<file path="src/common/adam_pkg.sv">
`default_nettype none

package adam_pkg;

    typedef logic [15:0] addr_t;
    typedef logic [31:0] data_t;
    typedef logic [7:0]  gpio_t;
    // register offset inside one 256 byte region
    typedef logic [7:0]  offset_t;

    // peripheral count and index of each one in the pause and reset vectors
    localparam int NO_PERIPHS   = 2;
    localparam int PERIPH_GPIO  = 0;
    localparam int PERIPH_TIMER = 1;

    // region bases, decoded from the upper address byte
    localparam addr_t BASE_SYSCFG = 16'h0000;
    localparam addr_t BASE_GPIO   = 16'h0100;
    localparam addr_t BASE_TIMER  = 16'h0200;

    // syscfg registers
    localparam offset_t REG_CTRL0    = 8'h00;
    localparam offset_t REG_CTRL1    = 8'h04;
    localparam offset_t REG_STAT0    = 8'h08;
    localparam offset_t REG_STAT1    = 8'h0C;
    localparam offset_t REG_IRQ_PEND = 8'h10;

    // gpio registers
    localparam offset_t GPIO_OUT = 8'h00;
    localparam offset_t GPIO_IN  = 8'h04;

    // timer registers
    localparam offset_t TMR_CTRL = 8'h00;
    localparam offset_t TMR_CMP  = 8'h04;
    localparam offset_t TMR_CNT  = 8'h08;

    typedef enum logic [1:0] {RUN, PAUSING, PAUSED, RESET} pause_state_t;

endpackage

`default_nettype wire

</file>
<file path="src/syscfg/adam_pause_seq.sv">
`default_nettype none

module adam_pause_seq import adam_pkg::*; (
    input  logic clk,
    input  logic rst_n,

    input  logic pause_bit,
    input  logic rst_bit,

    input  logic pause_ack,
    output logic pause_req,
    output logic periph_rst_n,

    output logic paused,
    output logic in_reset
);

    pause_state_t state_q;
    // follows the RESET state one cycle late
    logic         rst_active_q;

    always_ff @(posedge clk) begin
        if (!rst_n) begin
            state_q <= RUN;
        end else begin
            case (state_q)
                RUN: begin
                    if (pause_bit || rst_bit) begin
                        state_q <= PAUSING;
                    end
                end
                PAUSING: begin
                    if (pause_ack) begin
                        state_q <= rst_bit ? RESET : PAUSED;
                    end
                end
                PAUSED: begin
                    // reset only a peripheral that has acknowledged
                    if (rst_bit && pause_ack) begin
                        state_q <= RESET;
                    end else if (!rst_bit && !pause_bit) begin
                        state_q <= RUN;
                    end
                end
                RESET: begin
                    // leave reset first, the pause drops later
                    if (!rst_bit) begin
                        state_q <= PAUSED;
                    end
                end
                default: state_q <= RUN;
            endcase
        end
    end

    always_ff @(posedge clk) begin
        if (!rst_n) begin
            rst_active_q <= 1'b0;
        end else begin
            rst_active_q <= (state_q == RESET);
        end
    end

    assign pause_req    = (state_q != RUN);
    assign periph_rst_n = rst_n & ~rst_active_q;
    assign paused       = (state_q == PAUSED) || (state_q == RESET);
    assign in_reset     = (state_q == RESET) || rst_active_q;

endmodule

`default_nettype wire

</file>
<file path="src/syscfg/adam_syscfg.sv">
`default_nettype none

module adam_syscfg import adam_pkg::*; (
    input  logic                  clk,
    input  logic                  rst_n,

    input  logic                  sel,
    input  logic                  we,
    input  offset_t               offset,
    input  data_t                 wdata,
    output data_t                 rdata,

    input  logic [NO_PERIPHS-1:0] pause_ack,
    output logic [NO_PERIPHS-1:0] pause_req,
    output logic [NO_PERIPHS-1:0] periph_rst_n,
    output logic [NO_PERIPHS-1:0] periph_paused,

    input  logic                  tmr_irq,
    output logic                  irq
);

    logic [NO_PERIPHS-1:0] rst_bit_q;
    logic [NO_PERIPHS-1:0] pause_bit_q;
    logic [NO_PERIPHS-1:0] paused;
    logic [NO_PERIPHS-1:0] in_reset;
    // only the timer raises interrupts, so pending bit 0 stays zero
    logic                  tmr_pend_q;

    always_ff @(posedge clk) begin
        if (!rst_n) begin
            rst_bit_q   <= '0;
            pause_bit_q <= '0;
        end else if (sel && we) begin
            case (offset)
                REG_CTRL0: begin
                    rst_bit_q[0]   <= wdata[0];
                    pause_bit_q[0] <= wdata[1];
                end
                REG_CTRL1: begin
                    rst_bit_q[1]   <= wdata[0];
                    pause_bit_q[1] <= wdata[1];
                end
                default: ;
            endcase
        end
    end

    // a new pulse wins over a clear in the same cycle
    always_ff @(posedge clk) begin
        if (!rst_n) begin
            tmr_pend_q <= 1'b0;
        end else if (tmr_irq) begin
            tmr_pend_q <= 1'b1;
        end else if (sel && we && offset == REG_IRQ_PEND && wdata[1]) begin
            tmr_pend_q <= 1'b0;
        end
    end

    assign irq = tmr_pend_q;

    for (genvar i = 0; i < NO_PERIPHS; i++) begin : g_seq
        adam_pause_seq u_pause_seq (
            .clk          (clk),
            .rst_n        (rst_n),
            .pause_bit    (pause_bit_q[i]),
            .rst_bit      (rst_bit_q[i]),
            .pause_ack    (pause_ack[i]),
            .pause_req    (pause_req[i]),
            .periph_rst_n (periph_rst_n[i]),
            .paused       (paused[i]),
            .in_reset     (in_reset[i])
        );

        // ack drops while the peripheral sits in reset, so keep it fenced off
        assign periph_paused[i] = pause_ack[i] | paused[i] | in_reset[i];
    end

    always_comb begin
        rdata = '0;
        case (offset)
            REG_CTRL0:    rdata = {30'b0, pause_bit_q[0], rst_bit_q[0]};
            REG_CTRL1:    rdata = {30'b0, pause_bit_q[1], rst_bit_q[1]};
            REG_STAT0:    rdata = {30'b0, in_reset[0], paused[0]};
            REG_STAT1:    rdata = {30'b0, in_reset[1], paused[1]};
            REG_IRQ_PEND: rdata = {30'b0, tmr_pend_q, 1'b0};
            default:      rdata = '0;
        endcase
    end

endmodule

`default_nettype wire

</file>
<file path="src/logic/adam_fabric.sv">
`default_nettype none

module adam_fabric import adam_pkg::*; (
    input  logic                  clk,
    input  logic                  rst_n,

    input  logic                  bus_req,
    input  logic                  bus_we,
    input  addr_t                 bus_addr,
    input  data_t                 bus_wdata,
    output logic                  bus_ack,
    output logic                  bus_err,
    output data_t                 bus_rdata,

    input  logic [NO_PERIPHS-1:0] periph_paused,

    output logic                  cfg_sel,
    output logic                  cfg_we,
    output offset_t               cfg_offset,
    output data_t                 cfg_wdata,
    input  data_t                 cfg_rdata,

    output logic                  gpio_sel,
    output logic                  gpio_we,
    output offset_t               gpio_offset,
    output data_t                 gpio_wdata,
    input  data_t                 gpio_rdata,

    output logic                  tmr_sel,
    output logic                  tmr_we,
    output offset_t               tmr_offset,
    output data_t                 tmr_wdata,
    input  data_t                 tmr_rdata
);

    logic [7:0] region;
    logic       any_sel;
    data_t      rd_mux;

    assign region = bus_addr[15:8];

    // paused targets never see the strobe
    assign cfg_sel  = bus_req && (region == BASE_SYSCFG[15:8]);
    assign gpio_sel = bus_req && (region == BASE_GPIO[15:8]) && !periph_paused[PERIPH_GPIO];
    assign tmr_sel  = bus_req && (region == BASE_TIMER[15:8]) && !periph_paused[PERIPH_TIMER];
    assign any_sel  = cfg_sel || gpio_sel || tmr_sel;

    assign cfg_we      = bus_we;
    assign cfg_offset  = bus_addr[7:0];
    assign cfg_wdata   = bus_wdata;
    assign gpio_we     = bus_we;
    assign gpio_offset = bus_addr[7:0];
    assign gpio_wdata  = bus_wdata;
    assign tmr_we      = bus_we;
    assign tmr_offset  = bus_addr[7:0];
    assign tmr_wdata   = bus_wdata;

    always_comb begin
        rd_mux = '0;
        if (cfg_sel) begin
            rd_mux = cfg_rdata;
        end else if (gpio_sel) begin
            rd_mux = gpio_rdata;
        end else if (tmr_sel) begin
            rd_mux = tmr_rdata;
        end
    end

    // fixed one cycle reply
    always_ff @(posedge clk) begin
        if (!rst_n) begin
            bus_ack <= 1'b0;
            bus_err <= 1'b0;
        end else begin
            bus_ack <= bus_req;
            bus_err <= bus_req && !any_sel;
        end
    end

    // writes and refused accesses return zero
    always_ff @(posedge clk) begin
        bus_rdata <= (any_sel && !bus_we) ? rd_mux : '0;
    end

endmodule

`default_nettype wire

</file>
<file path="src/periph/adam_periph_gpio.sv">
`default_nettype none

module adam_periph_gpio import adam_pkg::*; (
    input  logic    clk,
    input  logic    rst_n,

    input  logic    sel,
    input  logic    we,
    input  offset_t offset,
    input  data_t   wdata,
    output data_t   rdata,

    input  logic    pause_req,
    output logic    pause_ack,

    input  gpio_t   gpio_in,
    output gpio_t   gpio_out
);

    gpio_t in_meta_q;
    gpio_t in_sync_q;

    always_ff @(posedge clk) begin
        if (!rst_n) begin
            pause_ack <= 1'b0;
        end else begin
            pause_ack <= pause_req;
        end
    end

    // written only by accesses the fabric lets through
    always_ff @(posedge clk) begin
        if (!rst_n) begin
            gpio_out <= '0;
        end else if (sel && we && offset == GPIO_OUT) begin
            gpio_out <= wdata[7:0];
        end
    end

    // two flop synchronizer for the pins
    always_ff @(posedge clk) begin
        in_meta_q <= gpio_in;
        in_sync_q <= in_meta_q;
    end

    always_comb begin
        case (offset)
            GPIO_OUT: rdata = {24'b0, gpio_out};
            GPIO_IN:  rdata = {24'b0, in_sync_q};
            default:  rdata = '0;
        endcase
    end

endmodule

`default_nettype wire

</file>
<file path="src/periph/adam_periph_timer.sv">
`default_nettype none

module adam_periph_timer import adam_pkg::*; (
    input  logic    clk,
    input  logic    rst_n,

    input  logic    sel,
    input  logic    we,
    input  offset_t offset,
    input  data_t   wdata,
    output data_t   rdata,

    input  logic    pause_req,
    output logic    pause_ack,

    output logic    irq
);

    logic  en_q;
    data_t cmp_q;
    data_t cnt_q;

    always_ff @(posedge clk) begin
        if (!rst_n) begin
            pause_ack <= 1'b0;
        end else begin
            pause_ack <= pause_req;
        end
    end

    always_ff @(posedge clk) begin
        if (!rst_n) begin
            en_q  <= 1'b0;
            cmp_q <= '0;
        end else if (sel && we) begin
            case (offset)
                TMR_CTRL: en_q  <= wdata[0];
                TMR_CMP:  cmp_q <= wdata;
                default: ;
            endcase
        end
    end

    // counter frozen while paused, wraps to zero on match
    always_ff @(posedge clk) begin
        if (!rst_n) begin
            cnt_q <= '0;
            irq   <= 1'b0;
        end else if (en_q && !pause_ack) begin
            if (cnt_q == cmp_q) begin
                cnt_q <= '0;
                irq   <= 1'b1;
            end else begin
                cnt_q <= cnt_q + 32'd1;
                irq   <= 1'b0;
            end
        end else begin
            irq <= 1'b0;
        end
    end

    always_comb begin
        case (offset)
            TMR_CTRL: rdata = {31'b0, en_q};
            TMR_CMP:  rdata = cmp_q;
            TMR_CNT:  rdata = cnt_q;
            default:  rdata = '0;
        endcase
    end

endmodule

`default_nettype wire

</file>
<file path="src/logic/adam.sv">
`default_nettype none

module adam import adam_pkg::*; (
    input  logic  clk,
    input  logic  rst_n,

    input  logic  bus_req,
    input  logic  bus_we,
    input  addr_t bus_addr,
    input  data_t bus_wdata,
    output logic  bus_ack,
    output logic  bus_err,
    output data_t bus_rdata,

    input  gpio_t gpio_in,
    output gpio_t gpio_out,
    output logic  irq
);

    logic                  cfg_sel;
    logic                  cfg_we;
    offset_t               cfg_offset;
    data_t                 cfg_wdata;
    data_t                 cfg_rdata;
    logic                  gpio_sel;
    logic                  gpio_we;
    offset_t               gpio_offset;
    data_t                 gpio_wdata;
    data_t                 gpio_rdata;
    logic                  tmr_sel;
    logic                  tmr_we;
    offset_t               tmr_offset;
    data_t                 tmr_wdata;
    data_t                 tmr_rdata;

    logic [NO_PERIPHS-1:0] pause_req;
    logic [NO_PERIPHS-1:0] pause_ack;
    logic [NO_PERIPHS-1:0] periph_rst_n;
    logic [NO_PERIPHS-1:0] periph_paused;
    logic                  tmr_irq;

    adam_fabric u_fabric (
        .clk           (clk),
        .rst_n         (rst_n),
        .bus_req       (bus_req),
        .bus_we        (bus_we),
        .bus_addr      (bus_addr),
        .bus_wdata     (bus_wdata),
        .bus_ack       (bus_ack),
        .bus_err       (bus_err),
        .bus_rdata     (bus_rdata),
        .periph_paused (periph_paused),
        .cfg_sel       (cfg_sel),
        .cfg_we        (cfg_we),
        .cfg_offset    (cfg_offset),
        .cfg_wdata     (cfg_wdata),
        .cfg_rdata     (cfg_rdata),
        .gpio_sel      (gpio_sel),
        .gpio_we       (gpio_we),
        .gpio_offset   (gpio_offset),
        .gpio_wdata    (gpio_wdata),
        .gpio_rdata    (gpio_rdata),
        .tmr_sel       (tmr_sel),
        .tmr_we        (tmr_we),
        .tmr_offset    (tmr_offset),
        .tmr_wdata     (tmr_wdata),
        .tmr_rdata     (tmr_rdata)
    );

    adam_syscfg u_syscfg (
        .clk           (clk),
        .rst_n         (rst_n),
        .sel           (cfg_sel),
        .we            (cfg_we),
        .offset        (cfg_offset),
        .wdata         (cfg_wdata),
        .rdata         (cfg_rdata),
        .pause_ack     (pause_ack),
        .pause_req     (pause_req),
        .periph_rst_n  (periph_rst_n),
        .periph_paused (periph_paused),
        .tmr_irq       (tmr_irq),
        .irq           (irq)
    );

    // each peripheral runs on its own reset from syscfg
    adam_periph_gpio u_gpio (
        .clk       (clk),
        .rst_n     (periph_rst_n[PERIPH_GPIO]),
        .sel       (gpio_sel),
        .we        (gpio_we),
        .offset    (gpio_offset),
        .wdata     (gpio_wdata),
        .rdata     (gpio_rdata),
        .pause_req (pause_req[PERIPH_GPIO]),
        .pause_ack (pause_ack[PERIPH_GPIO]),
        .gpio_in   (gpio_in),
        .gpio_out  (gpio_out)
    );

    adam_periph_timer u_timer (
        .clk       (clk),
        .rst_n     (periph_rst_n[PERIPH_TIMER]),
        .sel       (tmr_sel),
        .we        (tmr_we),
        .offset    (tmr_offset),
        .wdata     (tmr_wdata),
        .rdata     (tmr_rdata),
        .pause_req (pause_req[PERIPH_TIMER]),
        .pause_ack (pause_ack[PERIPH_TIMER]),
        .irq       (tmr_irq)
    );

endmodule

`default_nettype wire

</file>
<file path="config.mk">
export PLATFORM = sky130hd
export DESIGN_NAME = adam
export DESIGN_NICKNAME = d
export VERILOG_FILES = /design/src/common/adam_pkg.sv /design/src/syscfg/adam_pause_seq.sv /design/src/syscfg/adam_syscfg.sv /design/src/logic/adam_fabric.sv /design/src/periph/adam_periph_gpio.sv /design/src/periph/adam_periph_timer.sv /design/src/logic/adam.sv
export SDC_FILE = /design/constraint.sdc
export NUM_CORES = 1
export LEC_CHECK = 0
export BUFFER_PORTS_ARGS = -buffer_cell sky130_fd_sc_hd__buf_2
export CORE_MARGIN = 2
export CORE_UTILIZATION = 59
export DETAILED_ROUTE_END_ITERATION = 6
export GPL_ROUTABILITY_DRIVEN = 0
export PLACE_DENSITY_LB_ADDON = 0.05
export SETUP_SLACK_MARGIN = 0.3
export SYNTH_ARGS = -nofsm -noshare
export SYNTH_HDL_FRONTEND = slang
export SYNTH_HIERARCHICAL = 1
export SYNTH_SLANG_ARGS = --single-unit
</file>
<file path="constraint.sdc">
create_clock -name clk -period 5 [get_ports clk]
set_clock_uncertainty 0.1 [all_clocks]
set_input_delay 1 -clock clk [delete_from_list [all_inputs] [get_ports clk]]
set_output_delay 1 -clock clk [all_outputs]
set_load 0.02 [all_outputs]
</file>
Word-level counts from Yosys, hierarchy flattened
Index checks and enable logic that the tools add are counted.

operators by class
  add/subtract/negate cells = 1
  eq/ne operators = 21
  muxes and demuxes = 24
  bitwise operators = 8
  reduce and logical (&&, ||, !) cells = 49

operator list
  kind                                           count
  two-way mux 32 bit                             4
  case mux 32 bit (3 select lines)               1
  adder 32 x 1 -> 32 bit, second input constant  1
  == test 32 bit                                 1
  two-way mux 2 bit                              10
  logical AND 1 bit                              18
  == test 8 x 4 -> 1 bit, second input constant  2
  logical NOT 8 bit                              2
  case mux 2 bit (4 select lines)                2
  case mux 8 bit (2 select lines)                1
  case mux 2 bit (5 select lines)                1
  AND reduction 2 bit                            5
  logical NOT 1 bit                              9
  == test 2 bit, second input constant           4
  == test 8 x 1 -> 1 bit, second input constant  1
  == test 8 x 2 -> 1 bit, second input constant  1
  == test 8 x 3 -> 1 bit, second input constant  1
  == test 8 x 5 -> 1 bit, second input constant  1
  logical OR 1 bit                               8
  inequality test 2 bit, second input constant   4
  AND reduction 4 bit                            2
  inequality test 3 bit, second input constant   2
  nonzero test 2 bit                             3
  two-way mux 1 bit                              5
  6 further kinds                                14

word-level totals
  register bits after elaboration = 137
  input bits = 60
  output and inout port bits = 43
  logic and storage cells = 124

Depth between registers and ports, before layout
  word-level depth = 10
  depth in mapped cells = 9
  depth with buffers taken out = 8

Cells and area by module
Netlist, hierarchy kept.

modules (own cells, without submodules)
  module             times used  cells each  area an instance (µm²)
  adam_periph_timer  1           376         3433.3
  adam_fabric        1           354         2777.7
  adam_periph_gpio   1           100         1001.0
  adam_syscfg        1           67          569.3
  adam_pause_seq     2           16          137.6

Worst setup path before layout
OpenSTA, ideal clock, no wires.

  kind = in2reg
  start point = input bus_addr[5]
  end point = register u_fabric.bus_rdata[25]
  setup time = 60 ps
  arrival time = 2655 ps
  path slack = 2185 ps
  cell stages on the path = 9
  buffers on the path = 2
  cell sequence = buf_4 -> nor4_1 -> nand2_1 -> nor3b_1 -> clkbuf_1 -> a22o_2 -> inv_1 -> o21ai_0 -> o2111a_1

between the ends
  word-level cells in the longest chain between the ends = 5
  elaborated cells on any way between the ends = 7
  classes of those cells = 2 x eq/ne; 4 x mux; 1 x reduce/logical

RTL lines
  element                                         RTL line                 text
  start, declared                                 adam.sv:9                input addr_t bus_addr,
  == test 8 x 4 -> 1 bit (tied with other cells)  adam_periph_timer.sv:63  case (offset)
  case mux 32 bit (3 select lines) (*)            adam_periph_timer.sv:63
  via tmr_rdata[25]                               adam.sv:34               data_t tmr_rdata;
  two-way mux 32 bit (*)                          adam_fabric.sv:64        end else if (tmr_sel) begin
  two-way mux 32 bit (*)                          adam_fabric.sv:62        end else if (gpio_sel) begin
  two-way mux 32 bit (*)                          adam_fabric.sv:60        if (cfg_sel) begin
  end signal, assigned                            adam_fabric.sv:82        bus_rdata <= (any_sel && !bus_we) ? rd_mux : '0;
  end, declared                                   adam_fabric.sv:13        output data_t bus_rdata,

Mark *: on every way through the listed nets, which the timed path passes. The rest lies on a longest branch.
A chain may end at the register's enable or synchronous reset.

Worst setup path after layout
  start point = input bus_addr[5]
  end point = register u_timer.cmp_q[4]

between the ends
  word-level cells in the longest chain between the ends = 2

RTL lines
  element                        RTL line                 text
  == test 8 x 3 -> 1 bit         adam_periph_timer.sv:36  case (offset)
  AND reduction 2 bit (no line)  n/a
  end signal, assigned           adam_periph_timer.sv:38  TMR_CMP: cmp_q <= wdata;
  end, declared                  adam_periph_timer.sv:20  data_t cmp_q;

No other way between the ends.

==> metrics.txt <==
LEAKAGE=3.23 nW; total global-route track usage=0.238; Crit. End Element=register; mapped cell area=7650 um^2; Fill cells=1116; layout cell share with drive strength beyond 1=0.181; post-place instance area=7370 um^2; slew margin rel.=0.216; Hold Path Origin=u_gpio/in_meta_q[0]$_DFF_P_; core area=12600 um^2; Synth Warn #=6; Die X-Extent=118 um; kind of critical path=in2reg; fin area=8000 um^2; fmax=314 MHz; CTS tree=yes; worst-path maximum fanout=32; r2r startpoint=u_syscfg/g_seq[0].u_pause_seq/state_q[0]$_SDFFE_PN0P_; # Max-Cap Violations=0; DP HPWL=11600 um; Buffers on Ports=102; initial core utilization=0.606; worst path required time=5.20 ns; post-CTS setup buffers=0; total grt overflow=0; P&R area growth vs syn=4.58%; worst hold path type=reg2reg; Slew Limit Fails=0; Post-CTS Resized=0; initial antenna violation count=0; Pwr Density=315 nW/um^2; vias per cell=5.22; crit path buf inv count=2; clock root cell=clkbuf_16; Nets=937; syn_area_per_cell=8.74 um^2; outcome=complete, no violations; pin count of the biggest net entering global routing=38; chip height=118 um; number of global-route vias before repair=5205; Wirelength per Cell=15.4 um; fin util=0.634; Initial DRT Pass Iterations=4; crit path from=bus_addr[5]; Worst-Margin Slew=1.17 ns; Clock Latency Late Sink=0.42 ns; DR vias=5542; slowest stage delay, CP=0.92 ns; Iteration-0 DRC Markers=340; clk slew on worst S/H paths=0.06 ns; crit path DAT=3.38 ns; CP Launch Type=input port; first-pass GRT wire length=26400 um; Longest Clk Path Bufs=2; hold_buf cts=0; full die area=13900 um^2; CTS Buf Count=17; CP Cell Sequence=buf_2, nor4_1, and4b_1, buf_4, and3_2, mux2i_1, nor2_1; Top Ports=103; Inserted Diodes=0; Post-Syn Instances=875; FP Rows=41; slowest cell on the critical path=and3_2; H-tree depth=4; period utilization=0.637; Antenna Nets Post-Route=0; clock sink count=137; post-layout min period=3.18 ns; # DRC=0; Fin Setup TNS=0 ns; Finish-stage setup viols=0; routed wire length=16300 um; worst ir drop on vdd=0.000205 V; unrepaired setup endpoints after global routing=no; endpoints failing hold=0; cell family with most CP delay=simple AND/OR/NAND/NOR gates
[flip-flops by register name, summed over array words and instances (netlist names), 4 cells and up]
signal                              count
u_fabric/bus_rdata                     32
u_gpio/gpio_out                         8
u_gpio/in_meta_q                        8
u_gpio/in_sync_q                        8
u_syscfg/g_seq.u_pause_seq/state_q      4
u_timer/cmp_q                          32
u_timer/cnt_q                          32
[path summary, 6_finish.rpt]
kind | depth (start not counted) | slack [ns] | to
max | 7 | 1.82 | u_timer/cmp_q[4]$_SDFFE_PN0P_
min reg2reg | 0 | 0.23 | u_gpio/in_sync_q[0]$_DFF_P_
max reg2reg | 6 | 1.95 | u_gpio/gpio_out[1]$_SDFFE_PN0P_
min | 0 | 0.23 | u_gpio/in_sync_q[0]$_DFF_P_
[metrics by stage]
| step | instances | total power [W] | hold WS (ns) | setup WS (ns) |
|---|---|---|---|---|
| after floorplan | 927 | 0.00125 | 0.210 | 2.19 |
| after global placement | 1029 | 0.00122 | 0.211 | 1.48 |
| after detailed placement | 1029 | 0.00123 | 0.214 | 1.38 |
| after CTS | 1061 | 0.00254 | 0.228 | 1.83 |
| after global routing | 1061 | 0.00260 | 0.232 | 1.60 |
| final | 1061 | 0.00252 | 0.227 | 1.82 |
[power by group]
| part | internal [W] | switching [W] | total, W |
|---|---|---|---|
| Combinational | 0.0000364 | 0.0000656 | 0.000102 |
| Clock | 0.000836 | 0.000484 | 0.00132 |
| Sequential | 0.00110 | 0.00000168 | 0.00110 |
[final cells by class]
class	count	area, um^2	area share
clock buffer	18	429	0.0536
clock inverter	14	198	0.0247
inverter	70	263	0.0328
multi-input combinational	543	3610	0.451
sequential	137	2740	0.343
tap	172	215	0.0269
timing repair buffer	107	548	0.0685
[layout by cell type (no fill, tap or decap), types with 3 or more instances in the layout]
master        n
a21oi_1       6
a22o_1       30
and2_1        4
and3_1        6
and3_2        3
buf_2       102
buf_4         5
bufinv_16     4
clkbuf_16    17
clkinv_4      3
clkinvlp_4    5
conb_1       54
dfxtp_1     137
inv_1        69
mux2i_1      55
nand2_1      37
nand3_1      14
nand4_1      19
nor2_1       87
nor2b_1       3
nor3_1        9
nor4_1       13
o2111a_1     32
o21ai_0      65
or2_2         3
xnor2_1      25
xor2_1       38
[per-layer routing]
metal / global-route usage / vias up / wire length (um)
li1: - / 2803 / -
met1: 0.324 / 2576 / 7800
met2: 0.371 / 142 / 7520
met3: 0.0504 / 21 / 732
met4: 0.0889 / 0 / 248
met5: 0 / - / 0
(Power assumes the default switching activity.)
